==> src/image.mem <==
// colour index per framebuffer pixel, 16 columns per line, rows 0 to 11
0 1 2 3 4 5 6 8 9 a b c d e f 0
2 3 4 5 6 8 9 a b c d e f 0 1 2
4 5 6 8 9 a b c d e f 0 1 2 3 4
6 8 9 a b c d e f 0 1 2 3 4 5 6
9 a b c d e f 0 1 2 3 4 5 6 8 9
b c d e f 0 1 2 3 4 5 6 8 9 a b
d e f 0 1 2 3 4 5 6 8 9 a b c d
f 0 1 2 3 4 5 6 8 9 a b c d e f
1 2 3 4 5 6 8 9 a b c d e f 0 1
3 4 5 6 8 9 a b c d e f 0 1 2 3
5 6 8 9 a b c d e f 0 1 2 3 4 5
8 9 a b c d e f 0 1 2 3 4 5 6 8

==> src/palette.mem <==
// one colour per line as 0xRGB, palette index 0 to 15
000
00a
0a0
0aa
a00
a0a
a50
aaa
555
55f
5f5
5ff
f55
f5f
ff5
fff
==> src/hw/fizzle_pkg.sv <==
// ########################################
// shared sizes, raster geometry, fade control and bus structs
// imported by every block of the fizzle framebuffer
// ########################################
package fizzle_pkg;

    // screen coordinates and framebuffer shape
    localparam int cordw     = 10;                      // signed coordinate width
    localparam int fb_width  = 16;
    localparam int fb_height = 12;
    localparam int fb_scale  = 2;                       // each fb pixel is 2x2 on screen
    localparam int fb_pixels = fb_width * fb_height;    // 192 words
    localparam int fb_addrw  = 8;
    localparam int fb_xw     = $clog2(fb_width);        // column within a row
    localparam int fb_yw     = $clog2(fb_height);       // row number

    // colour
    localparam int cidxw = 4;           // palette index
    localparam int chanw = 4;           // bits per channel before widening
    localparam int colrw = 3 * chanw;   // one palette entry

    // raster, tiny blanking, no sync modelled
    localparam int h_active = 32;
    localparam int h_total  = 40;
    localparam int v_active = 24;
    localparam int v_total  = 28;

    // fade control
    localparam int fade_wait = 3;       // frames shown untouched
    localparam int fade_rate = 20;      // cycles per LFSR step
    localparam logic [cidxw-1:0]    fade_cidx = 4'd7;
    localparam logic [fb_addrw-1:0] lfsr_seed = 8'h01;
    localparam logic [fb_addrw-1:0] lfsr_taps = 8'hB8;  // x^8+x^6+x^5+x^4+1, maximal

    // memory init files, looked up in the run directory
    localparam string image_file   = "/design/src/image.mem";
    localparam string palette_file = "/design/src/palette.mem";

    typedef struct packed {
        logic signed [cordw-1:0] sx;
        logic signed [cordw-1:0] sy;
        logic                    de;     // inside active area
        logic                    frame;  // first cycle of frame, (0,0)
        logic                    line;   // first cycle of each line
    } raster_t;

    typedef struct packed {
        logic                we;
        logic [fb_addrw-1:0] addr;
        logic [cidxw-1:0]    cidx;
    } fb_wr_t;

    typedef struct packed {
        logic [chanw-1:0] r;
        logic [chanw-1:0] g;
        logic [chanw-1:0] b;
    } rgb12_t;

    typedef struct packed {
        logic [7:0] r;
        logic [7:0] g;
        logic [7:0] b;
    } rgb24_t;

endpackage

==> src/hw/display_timing.sv <==
// ########################################
// raster counters, one position per clock
// gives coordinates, data enable and frame/line flags
// ########################################
`timescale 1ns/1ps

module display_timing (
    input  logic                clk_sys,
    input  logic                rst,
    output fizzle_pkg::raster_t raster
);
    import fizzle_pkg::*;

    logic [cordw-1:0] hc;  // horizontal count
    logic [cordw-1:0] vc;  // vertical count
    logic h_last;
    logic v_last;

    always_comb begin
        h_last = (hc == cordw'(h_total - 1));
        v_last = (vc == cordw'(v_total - 1));
    end

    always_ff @(posedge clk_sys) begin
        if (rst) begin
            hc <= '0;
            vc <= '0;
        end else begin
            hc <= h_last ? '0 : hc + 1'b1;
            if (h_last) begin
                vc <= v_last ? '0 : vc + 1'b1;  // wrap to top of next frame
            end
        end
    end

    // counters never go negative, sign bit stays clear
    always_comb begin
        raster.sx    = signed'(hc);
        raster.sy    = signed'(vc);
        raster.de    = (hc < cordw'(h_active)) && (vc < cordw'(v_active));
        raster.line  = (hc == '0);
        raster.frame = (hc == '0) && (vc == '0);
    end

    // frame start is also a line start
    a_frame_line: assert property (@(posedge clk_sys) disable iff (rst)
        raster.frame |-> raster.line);

    // line flags come exactly one line apart
    a_line_period: assert property (@(posedge clk_sys) disable iff (rst)
        raster.line |-> ##h_total raster.line);

endmodule

==> src/hw/fade_writer.sv <==
// ########################################
// fizzle fade that waits a few frames and then writes the fade colour
// to every framebuffer word once, in LFSR order
// ########################################
`timescale 1ns/1ps

module fade_writer (
    input  logic               clk_sys,
    input  logic               rst,
    input  logic               frame,
    output fizzle_pkg::fb_wr_t fb_wr
);
    import fizzle_pkg::*;

    localparam int waitw       = $clog2(fade_wait + 2);  // counts the opening flag too
    localparam int ratew       = $clog2(fade_rate);
    localparam int lfsr_states = (1 << fb_addrw) - 1;  // nonzero states only

    logic [waitw-1:0]    cnt_wait;   // frame flags seen, saturating
    logic [ratew-1:0]    cnt_rate;
    logic [fb_addrw-1:0] lfsr;
    logic [fb_addrw-1:0] steps;      // LFSR steps taken
    logic [fb_addrw-1:0] lfsr_addr;
    logic waited;
    logic fading;
    logic step;
    logic in_range;

    always_comb begin
        waited    = (cnt_wait == waitw'(fade_wait + 1));  // first flag opens frame 0
        fading    = waited && (steps != fb_addrw'(lfsr_states));  // stops after full cycle
        step      = fading && (cnt_rate == ratew'(fade_rate - 1));
        lfsr_addr = lfsr - 1'b1;                      // states 1..255 -> 0..254
        in_range  = (lfsr_addr < fb_addrw'(fb_pixels));  // skip 192 and up
    end

    always_ff @(posedge clk_sys) begin
        if (rst) begin
            cnt_wait <= '0;
            cnt_rate <= '0;
            steps    <= '0;
            lfsr     <= lfsr_seed;
        end else begin
            if (frame && !waited) cnt_wait <= cnt_wait + 1'b1;
            if (fading) cnt_rate <= step ? '0 : cnt_rate + 1'b1;
            if (step) begin
                // galois shift right with the taps folded back in
                lfsr  <= {1'b0, lfsr[fb_addrw-1:1]} ^ (lfsr[0] ? lfsr_taps : '0);
                steps <= steps + 1'b1;
            end
        end
    end

    always_ff @(posedge clk_sys) begin
        fb_wr.addr <= lfsr_addr;
        fb_wr.cidx <= fade_cidx;
        if (rst) fb_wr.we <= 1'b0;
        else     fb_wr.we <= step && in_range;  // single-cycle strobe
    end

    a_wr_range: assert property (@(posedge clk_sys) disable iff (rst)
        fb_wr.we |-> (fb_wr.addr < fb_addrw'(fb_pixels)));

    // zero would lock the LFSR up for good
    a_lfsr_live: assert property (@(posedge clk_sys) disable iff (rst)
        lfsr != '0);

endmodule

==> src/hw/fb_ram.sv <==
// ########################################
// framebuffer of colour indices, preloaded from the image file
// one write port, one registered read port
// ########################################
`timescale 1ns/1ps

module fb_ram (
    input  logic                             clk_sys,
    input  fizzle_pkg::fb_wr_t               wr,
    input  logic [fizzle_pkg::fb_addrw-1:0]  rd_addr,
    output logic [fizzle_pkg::cidxw-1:0]     rd_cidx
);
    import fizzle_pkg::*;

    logic [cidxw-1:0] mem [fb_pixels];  // one index per fb pixel

    // 12 lines of 16 hex digits
    initial begin
        $readmemh(image_file, mem);
    end

    // same-cycle read returns old word
    // new word visible from the next cycle on
    always_ff @(posedge clk_sys) begin
        if (wr.we) begin
            mem[wr.addr] <= wr.cidx;  // fade colour lands here
        end
        rd_cidx <= mem[rd_addr];      // 1 cycle read latency
    end

endmodule

==> src/hw/scan_reader.sv <==
// ########################################
// line-buffered framebuffer scan, fetches each fb row into a
// two-row store and replays it scaled 2x2 one cycle behind the raster
// ########################################
`timescale 1ns/1ps

module scan_reader (
    input  logic                             clk_sys,
    input  logic                             rst,
    input  fizzle_pkg::raster_t              raster,
    output logic [fizzle_pkg::fb_addrw-1:0]  rd_addr,
    input  logic [fizzle_pkg::cidxw-1:0]     rd_cidx,
    output logic [fizzle_pkg::cidxw-1:0]     lb_cidx,
    output fizzle_pkg::raster_t              raster_d
);
    import fizzle_pkg::*;

    logic [cidxw-1:0] lb [2 * fb_width];  // two rows, half picked by row parity

    logic signed [cordw-1:0] sy_next;   // screen line after this one
    logic [fb_yw-1:0]        row_next;  // fb row shown on it
    logic                    fetch_go;

    logic             fetch;  // burst in progress
    logic [fb_xw-1:0] fx;     // column being read
    logic             fsel;   // store half for this burst
    logic             lb_we;  // read data valid this cycle
    logic [fb_xw-1:0] lb_wx;  // column of that data

    logic [fb_yw-1:0] row_cur;  // fb row on screen now
    logic [fb_xw-1:0] rx;       // fb column under sx

    always_comb begin
        sy_next  = (raster.sy == cordw'(v_total - 1)) ? '0 : raster.sy + cordw'(1);
        row_next = fb_yw'(sy_next / fb_scale);
        // fetch only ahead of the first line of each fb row
        fetch_go = raster.line && (sy_next < cordw'(v_active)) && (sy_next % fb_scale == 0);
        row_cur  = fb_yw'(raster.sy / fb_scale);
        rx       = fb_xw'(raster.sx / fb_scale);  // wraps past the picture, blanked later
    end

    always_ff @(posedge clk_sys) begin
        if (rst) begin
            fetch <= 1'b0;
            lb_we <= 1'b0;
        end else begin
            lb_we <= fetch;  // ram answers one cycle later
            if (fetch_go) begin
                fetch <= 1'b1;
            end else if (fetch && fx == fb_xw'(fb_width - 1)) begin
                fetch <= 1'b0;  // 16 reads issued
            end
        end
    end

    always_ff @(posedge clk_sys) begin
        lb_wx <= fx;
        if (fetch_go) begin
            fx      <= '0;
            rd_addr <= fb_addrw'(row_next * fb_width);  // row base
            fsel    <= row_next[0];
        end else if (fetch && fx != fb_xw'(fb_width - 1)) begin
            fx      <= fx + 1'b1;
            rd_addr <= rd_addr + 1'b1;  // stays inside the row
        end
    end

    // fill one half, replay the other
    always_ff @(posedge clk_sys) begin
        if (lb_we) lb[{fsel, lb_wx}] <= rd_cidx;
        lb_cidx <= lb[{row_cur[0], rx}];
    end

    // position copy lines up with lb_cidx
    always_ff @(posedge clk_sys) begin
        raster_d.sx <= raster.sx;
        raster_d.sy <= raster.sy;
        if (rst) begin
            raster_d.de    <= 1'b0;
            raster_d.frame <= 1'b0;
            raster_d.line  <= 1'b0;
        end else begin
            raster_d.de    <= raster.de;
            raster_d.frame <= raster.frame;
            raster_d.line  <= raster.line;
        end
    end

    // burst must be done within one line
    a_fetch_done: assert property (@(posedge clk_sys) disable iff (rst)
        raster.line |-> !fetch);

endmodule

==> src/hw/pixel_painter.sv <==
// ########################################
// palette lookup and output stage, blanks outside the picture
// and widens 4-bit channels to 8 bits
// ########################################
`timescale 1ns/1ps

module pixel_painter (
    input  logic                          clk_sys,
    input  logic                          rst,
    input  logic [fizzle_pkg::cidxw-1:0]  lb_cidx,
    input  fizzle_pkg::raster_t           raster_d,
    output fizzle_pkg::rgb24_t            pix,
    output fizzle_pkg::raster_t           pix_pos
);
    import fizzle_pkg::*;

    logic [colrw-1:0] pal [1 << cidxw];  // 16 entries of 0xRGB
    rgb12_t  colr;   // looked-up colour
    raster_t pos_p;  // position matching colr
    logic    paint;
    rgb24_t  wide;

    initial begin
        $readmemh(palette_file, pal);
    end

    // stage 1, palette lookup
    always_ff @(posedge clk_sys) begin
        colr     <= pal[lb_cidx];
        pos_p.sx <= raster_d.sx;
        pos_p.sy <= raster_d.sy;
        if (rst) begin
            pos_p.de    <= 1'b0;
            pos_p.frame <= 1'b0;
            pos_p.line  <= 1'b0;
        end else begin
            pos_p.de    <= raster_d.de;
            pos_p.frame <= raster_d.frame;
            pos_p.line  <= raster_d.line;
        end
    end

    always_comb begin
        paint = pos_p.de && !pos_p.sx[cordw-1] && !pos_p.sy[cordw-1]
            && (pos_p.sx < cordw'(fb_width * fb_scale))
            && (pos_p.sy < cordw'(fb_height * fb_scale));
        wide.r = {(8 / chanw){colr.r}};  // 0xA -> 0xAA
        wide.g = {(8 / chanw){colr.g}};
        wide.b = {(8 / chanw){colr.b}};
    end

    // stage 2, output register
    always_ff @(posedge clk_sys) begin
        pix        <= paint ? wide : '0;  // black in blanking
        pix_pos.sx <= pos_p.sx;
        pix_pos.sy <= pos_p.sy;
        if (rst) begin
            pix_pos.de    <= 1'b0;
            pix_pos.frame <= 1'b0;
            pix_pos.line  <= 1'b0;
        end else begin
            pix_pos.de    <= pos_p.de;
            pix_pos.frame <= pos_p.frame;
            pix_pos.line  <= pos_p.line;
        end
    end

    // blanking carried through both stages
    a_blank: assert property (@(posedge clk_sys) disable iff (rst)
        !raster_d.de |-> ##2 (pix == '0));

endmodule

==> src/hw/fizzle_fb_top.sv <==
// ########################################
// fizzle framebuffer top, raster + fade + scan + paint
// pix and pix_pos trail the raster by 3 cycles
// ########################################
`timescale 1ns/1ps

module fizzle_fb_top (
    input  logic                clk_sys,
    input  logic                rst,
    output fizzle_pkg::rgb24_t  pix,
    output fizzle_pkg::raster_t pix_pos
);
    import fizzle_pkg::*;

    raster_t             raster;    // live position
    raster_t             raster_d;  // 1 cycle behind, with lb_cidx
    fb_wr_t              fb_wr;
    logic [fb_addrw-1:0] rd_addr;
    logic [cidxw-1:0]    rd_cidx;
    logic [cidxw-1:0]    lb_cidx;

    display_timing i_display_timing (
        .clk_sys (clk_sys),
        .rst     (rst),
        .raster  (raster)
    );

    // fade writer only needs the frame flag
    fade_writer i_fade_writer (
        .clk_sys (clk_sys),
        .rst     (rst),
        .frame   (raster.frame),
        .fb_wr   (fb_wr)
    );

    fb_ram i_fb_ram (
        .clk_sys (clk_sys),
        .wr      (fb_wr),
        .rd_addr (rd_addr),
        .rd_cidx (rd_cidx)
    );

    scan_reader i_scan_reader (
        .clk_sys  (clk_sys),
        .rst      (rst),
        .raster   (raster),
        .rd_addr  (rd_addr),
        .rd_cidx  (rd_cidx),
        .lb_cidx  (lb_cidx),
        .raster_d (raster_d)
    );

    pixel_painter i_pixel_painter (
        .clk_sys  (clk_sys),
        .rst      (rst),
        .lb_cidx  (lb_cidx),
        .raster_d (raster_d),
        .pix      (pix),
        .pix_pos  (pix_pos)
    );

endmodule

==> config.mk <==
export PLATFORM = sky130hd
export DESIGN_NAME = fizzle_fb_top
export DESIGN_NICKNAME = d
export VERILOG_FILES = /design/src/hw/fizzle_pkg.sv /design/src/hw/display_timing.sv /design/src/hw/fade_writer.sv /design/src/hw/fb_ram.sv /design/src/hw/scan_reader.sv /design/src/hw/pixel_painter.sv /design/src/hw/fizzle_fb_top.sv
export SDC_FILE = /design/constraint.sdc
export NUM_CORES = 1
export LEC_CHECK = 0
export ABC_AREA = 1
export BUFFER_PORTS_ARGS = -buffer_cell sky130_fd_sc_hd__buf_4
export CORE_MARGIN = 5
export CORE_UTILIZATION = 60
export DETAILED_ROUTE_END_ITERATION = 12
export GPL_TIMING_DRIVEN = 0
export PLACE_DENSITY = 0.76
export SLEW_MARGIN = 20
export SYNTH_ARGS = -nofsm -noshare
export SYNTH_HDL_FRONTEND = slang
export SYNTH_HIERARCHICAL = 1
export SYNTH_SLANG_ARGS = --single-unit
==> constraint.sdc <==
create_clock -name clk_sys -period 6.6 [get_ports clk_sys]
set_input_delay 0.99 -clock clk_sys [delete_from_list [all_inputs] [get_ports clk_sys]]
set_output_delay 0.99 -clock clk_sys [all_outputs]
set_load 0.1 [all_outputs]
# --- Yosys cells after proc, flatten, opt, wreduce, memory -nomap -nowiden ---
# Cells that the tools add are included.
word_totals:
  ff_bits: 125
  input_bits: 2
  out_inout_bits: 47
op_classes:
  add_sub_neg: 2
  magnitude_cmp: 4
  eq_ne: 2
  muxes: 1
  reduce_logical: 11
ops:
  columns: ["cell", "n"]
  rows:
  - ["$add A10 B1 Y10 const B", 2]
  - ["$logic_not A10 Y1", 2]
  - ["$lt A10 B6 Y1 const B", 2]
  - ["$eq A10 B5 Y1 const B", 1]
  - ["$eq A10 B6 Y1 const B", 1]
  - ["$lt A10 B5 Y1 const B", 1]
  - ["$lt A10 B7 Y1 const B", 1]
  - ["$mux W10", 1]
  - ["$logic_and A1 B1 Y1", 6]
  - ["$logic_not A1 Y1", 2]
  - ["$reduce_or A2 Y1", 1]

# --- Longest topological paths before layout ---
# Gate-level depths: netlist of run 1.
depth:
  depth_word: 5
  mapped_depth: 10

# --- Hierarchy ---
# Netlist of run 1, hierarchy kept.
by_module_without_submodules:
  columns: ["module", "n_inst", "cells_per_inst", "area_each_um2"]
  rows:
  - ["fb_ram", 1, 2801, 32004.4]
  - ["scan_reader", 1, 627, 7048.0]
  - ["fade_writer", 1, 195, 1582.8]
  - ["display_timing", 1, 181, 1179.9]
  - ["pixel_painter", 1, 83, 1149.9]

# --- Worst setup path before layout of run 1 ---
# Ideal clock, no wire load.
synth_path:
  kind: "reg-to-reg"
  start: "register i_display_timing.vc[0]"
  end: "register, netlist name i_scan_reader/rd_addr[4]"
  t_arrival_ns: 1.798
  required_time_ns: 6.290
  setup_slack_ns: 4.492
  path_stages_with_launch: 13
  path_buffers: 1
  synth_period_minus_slack_ns: 2.108
  cell_sequence: "dfxtp_1 ha_1 nand2_1 inv_1 nand3_1 nor2_2 nor2_1 a21oi_2 nand2_2 nand2_4 nand3_4 buf_6 nand2_1"
synth_lines:
  columns: ["element", "line", "source"]
  rows:
  - ["start: declaration", "display_timing.sv:15", "logic [cordw-1:0] vc;"]
  - ["start signal: assignment", "display_timing.sv:31", "vc <= v_last ? '0 : vc + 1'b1;"]

# --- Final worst setup path of run 1 ---
layout_path:
  start: "register, netlist name i_pixel_painter/pix_pos[13]"
  end: "output pix_pos[13] (netlist name)"
layout_lines:
  columns: ["element", "line", "source"]
  rows:
  - ["end: declaration", "fizzle_fb_top.sv:11", "output fizzle_pkg::raster_t pix_pos"]
# No word-level cell between the ends.

==> results of run 1 <==
state kept, by name, indices dropped and copies added (netlist names):
name	flops
i_display_timing/hc	10
i_display_timing/vc	10
i_pixel_painter/pix_pos	23
i_pixel_painter/pos_p	23
i_scan_reader/raster_d	23
cell type report:
cell class / count / share of cell area, %
clock inverter: 5 / 1.13
buffer: 26 / 6.09
tap: 54 / 2.03
inverter: 42 / 4.78
clock buffer: 11 / 4.25
sequential: 89 / 53.6
timing repair buffer: 24 / 5.42
multi-input combinational: 159 / 22.7
worst reg2reg max path, stage by stage (launching register included):
cell and delay (ps):
dfxtp_1 440, ha_1 250, nand2_2 100, clkinv_2 90, nand3_2 90, nor2_4 150, buf_6 160, nand2_1 60
nand2_1 60, nand2_1 60, nor2_2 70
worst paths after layout:
kind | startpoint | cells after the start | slack [ps] | to
max | i_pixel_painter/pix_pos[13]$_DFF_P_ | 1 | 4650 | pix_pos[13]
min | i_scan_reader/raster_d[3]$_DFF_P_ | 0 | 330 | i_pixel_painter/pos_p[3]$_DFF_P_
max reg2reg | i_display_timing/hc[0]$_SDFF_PP0_ | 10 | 5020 | i_display_timing/vc[2]$_SDFFE_PP0N_
min reg2reg | i_scan_reader/raster_d[3]$_DFF_P_ | 0 | 330 | i_pixel_painter/pos_p[3]$_DFF_P_
layout by cell type (no fill, tap or decap), types with 3 or more instances in the layout:
cell	instances
nand4_1	8
nor3_1	7
ha_1	4
conb_1	24
nand3_1	13
dfxtp_1	89
nor2_1	32
nand2_2	3
buf_4	48
nand2_1	44
clkbuf_8	10
nor2_2	5
inv_2	3
a21oi_1	7
inv_1	38
xor2_1	3
metal layers:
metal	up-vias	track usage, %	part of all wire (%)	routed length (microns)
met3	2	7.22	8.6	372
li1	965	-	-	-
met2	61	24.2	49	2120
met1	813	18.6	42	1810
met5	-	0	0	0
met4	0	9.79	0.81	35
report_power, final:
part	total [mW]	leakage [nW]	switching (mW)	internal [mW]
clock network	0.329	0.0863	0.180	0.149
logic	0.105	0.738	0.0876	0.0179
registers	0.550	0.721	0.00393	0.546
per-stage QoR:
stage                     total power [mW]  instances
after global placement               0.666        394
after floorplan                      0.658        316
final                                0.984        410
after CTS                            0.995        410
after detailed placement             0.667        394
after global routing                  1.03        410
==> metrics.csv, run 1 <==
metric;value;unit
fill cell count;347;
post-synthesis instance area;2810;sq um
Worst Path Required;5610;ps
layout net count;357;
DRC Markers;0;
DP Wirelength;2.96;mm
LEAKAGE;1.54;nW
initial antenna violation count;0;
GRT overflow;0;
Post-CTS Setup Bufs;0;
Placement Setup Slack;4800;ps
buffer and inverter count on the worst path;1;
Die W;78.5;microns
die footprint;6160;sq um
vias per inst;4.49;
PnR worst setup slack;4650;ps
post_cts resized;0;
remaining antenna violation count;0;
antenna cells;0;
first drt pass iteration count;4;
Peak VDD IR;182;uV
1st-iter DRT viols;99;
Max-Cap Viols;0;
FP Rows;25;
area growth from synthesis to layout;18.2;%
Arr. time, crit path;960;ps
largest net degree at the start of global routing;16;
Max Fclk;0.514;GHz
Util after Layout;71.8;%
number of global-route vias before repair;1773;
input/output buffers;24;
Yosys warning count;6;
Skew-Pair Late Insertion Delay;350;ps
crit-path max FO;1;
final std cell area, no fill;3330;sq um
first-pass GRT wire length;7.59;mm
vias;1841;
hold-fix buffer count after cts;0;
PD cells;296;nW/um^2
Starting Density;60.8;%
Hold Fails Final Rpt;0;
part of the cycle the worst path needs;29.5;%
CP delay by family, top;flip-flops;
Hold Crit Class;flip-flop to flip-flop;
RSZ-0062 raised after global routing;no;
critical path class;flip-flop to output pin;
worst path cell trace;buf_4;
CP peak stage delay;330;ps
Setup TNS Final;0;ps
overall routing resource usage;16.0;%
ratio of cells with drive above 1 in the final layout;22.5;%
Slew Viols, Final;0;
I/O pins;49;
CTS buffer count;9;
status;finished clean;
CP Launch Type;flip-flop;
Clock Skew;10.0;ps
die height;78.5;microns
Avg WL per Cell;10.6;microns
CP max-delay cell;dfxtp_1;
CTS sink count;89;
syn avg cell area;9.60;sq um
CTS tree;done;
Syn Inst Count;293;
Final setup viols;0;
endpoint class of the critical path;output pin;
post-placement cell area;3150;sq um
H-tree levels;3;
area of the multi-input gates;756;sq um
GP Congestion;0.905;
routed wire length;4.33;mm
register area;1780;sq um
worst hold slack;330;ps
clk slew on worst S/H paths;80;ps
min Tclk post-route;1950;ps
CTS root buf;clkbuf_8;
clk buf depth;2;
Core Region;4630;sq um
No activity file was read; power rests on OpenSTA's default activity.
==> run 2, diff against run 1 <==
--- a/config.mk
+++ b/config.mk
@@ -11,7 +11,7 @@
 export CORE_UTILIZATION = 60
 export DETAILED_ROUTE_END_ITERATION = 12
 export GPL_TIMING_DRIVEN = 0
-export PLACE_DENSITY = 0.76
+export PLACE_DENSITY = 0.79
 export SLEW_MARGIN = 20
 export SYNTH_ARGS = -nofsm -noshare
 export SYNTH_HDL_FRONTEND = slang
==> constraint.sdc (replaced) <==
create_clock -name clk_sys -period 1.65 [get_ports clk_sys]
set_input_delay 0.2475 -clock clk_sys [delete_from_list [all_inputs] [get_ports clk_sys]]
set_output_delay 0.2475 -clock clk_sys [all_outputs]
set_load 0.1 [all_outputs]
==> run 2 against run 1 <==
Sequential power rose to 4.0 times the previous value. Sequential share of layout area fell by 0.76 points. Setup slack worse by 4500 ps. Cell area grew 1.5%. Count of clock-buffer cells in the layout shrank 1. Global-route usage rose by 0.27 points. Register-to-register slack worse by 4900 ps. Hold slack got worse by 140 ps. Total power rose to 4.3 times the previous value. Critical path type is now flip-flop to flip-flop. Critical endpoint is now i_display_timing/vc[2]$_SDFFE_PP0N_. Largest cell class unchanged.
==> metrics.csv, run 2 (synthesized netlist as in run 1, its figures left out) <==
metric;value;unit;change
status;finished clean;;
final std cell area, no fill;3380;sq um;+1.5%
Final setup viols;0;;unchanged
Hold Crit Class;input port to flip-flop;;
area growth from synthesis to layout;20.0;%;
RSZ-0062 raised after global routing;no;;
worst hold path stage count;2;;+2
post-placement cell area;3150;sq um;unchanged
register area;1780;sq um;about the same
Arr. time, crit path;1780;ps;+820 ps
DRC Markers;0;;unchanged
area of the multi-input gates;756;sq um;unchanged
initial antenna violation count;0;;unchanged
ratio of cells with drive above 1 in the final layout;22.8;%;+0.28 points
1st-iter DRT viols;86;;-13%
Max-Cap Viols;0;;unchanged
crit-path max FO;10;;+9
Slew Viols, Final;0;;unchanged
layout net count;357;;unchanged
die footprint;6160;sq um;unchanged
PD cells;1260;nW/um^2;+330%
Clock Skew;9.16;ps;-0.868 ps
Worst Path Required;1940;ps;-3670 ps
most frequent cells in the layout;88 x dfxtp_1, 48 x buf_4, 44 x nand2_1, 38 x inv_1, 32 x nor2_1;;
Core Region;4630;sq um;unchanged
CTS sink count;89;;unchanged
Starting Density;60.8;%;unchanged
number of global-route vias before repair;1828;;+3.1%
routed wire length;4.40;mm;+1.5%
Die W;78.5;microns;unchanged
FF-to-FF path depth;10;;unchanged
first drt pass iteration count;5;;+1
clk slew on worst S/H paths;90;ps;about the same
I/O pins;49;;unchanged
fin cells;410;;unchanged
most common cell after layout, fill and taps aside;dfxtp_1;;
Int Pwr;3.14;mW;+340%
Peak VDD IR;830;uV;+360%
Flop pwr share;51.6;%;-4.2 points
largest registers;i_pixel_painter/pix_pos x23, i_pixel_painter/pos_p x23, i_scan_reader/raster_d x23;;
Post-Place Cells;394;;unchanged
Avg WL per Cell;10.7;microns;+1.5%
DP Wirelength;3.17;mm;+7.2%
CTS tree;done;;
FP Rows;25;;unchanged
antenna cells;0;;unchanged
hold-fix buffer count after cts;0;;unchanged
H-tree levels;3;;unchanged
overall routing resource usage;16.3;%;+0.27 points
critical path class;flip-flop to flip-flop;;
CTS buffer count;9;;unchanged
first-pass GRT wire length;7.73;mm;+1.8%
vias;1856;;+0.81%
Hold Fails Final Rpt;0;;unchanged
min Tclk post-route;1480;ps;
Psw;1.12;mW;+310%
switch share;26.4;%;-1.2 points
clock power share;38.4;%;+5.0 points
endpoint class of the critical path;flip-flop;;
LEAKAGE;1.57;nW;+1.8%
remaining antenna violation count;0;;unchanged
clk buf depth;2;;unchanged
Logic pwr share;9.9;%;-0.8 points
CP Launch Type;flip-flop;;
fill cell count;344;;-0.86%
part of the cycle the worst path needs;89.9;%;
CTS root buf;clkbuf_8;;
Max Fclk;0.674;GHz;
Setup TNS Final;0;ps;unchanged
Skew-Pair Late Insertion Delay;350;ps;about the same
GP Congestion;0.883;;-2.4%
input/output buffers;24;;unchanged
largest net degree at the start of global routing;17;;+1
GRT overflow;0;;unchanged
die height;78.5;microns;unchanged
vias per inst;4.53;;+0.81%
[run 2: path summary, 6_finish.rpt]
| check | start | end | slack, ps |
|---|---|---|---|
| worst max-delay path | i_display_timing/hc[0]$_SDFF_PP0_ | i_display_timing/vc[2]$_SDFFE_PP0N_ | 170 |
| worst min-delay path | rst | i_display_timing/vc[6]$_SDFFE_PP0N_ | 190 |
| worst max register to register | i_display_timing/hc[0]$_SDFF_PP0_ | i_display_timing/vc[2]$_SDFFE_PP0N_ | 170 |
| worst min register to register | i_scan_reader/raster_d[16]$_DFF_P_ | i_pixel_painter/pos_p[16]$_DFF_P_ | 330 |
[run 2: power groups by stage]
stage / combinational [mW] / clock, mW / sequential, mW
after floorplan: 0.323 / 0 / 2.31
after global placement: 0.416 / 0 / 2.25
after detailed placement: 0.419 / 0 / 2.25
after CTS: 0.421 / 1.68 / 2.20
after global routing: 0.445 / 1.75 / 2.20
final: 0.423 / 1.64 / 2.20
[run 2: metal layers]
layer,vias up,GRT usage (%),wire (microns)
met1,828,17.5,1830
met5,-,0,0
met2,53,27.2,2120
met3,11,4.93,315
li1,964,-,-
met4,0,11.7,135
[run 2: final cells by class]
type | count | area share, %
Clock buffer | 10 | 3.78
Multi-Input combinational cell | 159 | 22.4
Timing Repair Buffer | 24 | 5.34
Inverter | 42 | 4.71
Tap cell | 54 | 2.00
Clock inverter | 6 | 2.97
Sequential cell | 89 | 52.8
Buffer | 26 | 6.00
[run 2: repair_timing]
action                                  4_1_cts  5_1_grt
endpoints found under the setup margin        0        9
gates resized for setup                       0        1
buffers inserted                              0        0
[run 2: worst max-delay path: stages, from the launching register on]
cell and delay (ps):
dfxtp_2 390, ha_1 230, nand2_2 100, clkinv_2 80
nand3_2 70, nor2_4 140, buf_6 160, nand2_1 60
nand2_1 60, nand2_1 70, nor2_2 70
[run 2: stage by stage]
stage / worst slack [ps] / total power [mW] / util, % / hold slack (ps)
2_1_floorplan: 294 / 2.63 / - / 310
3_3_place_gp: 153 / 2.66 / 68.0 / 310
3_5_place_dp: 117 / 2.67 / 68.0 / 312
4_1_cts: 89.5 / 4.30 / 72.9 / 178
5_1_grt: 30.8 / 4.40 / 72.9 / 189
6_report: 167 / 4.26 / 72.9 / 191
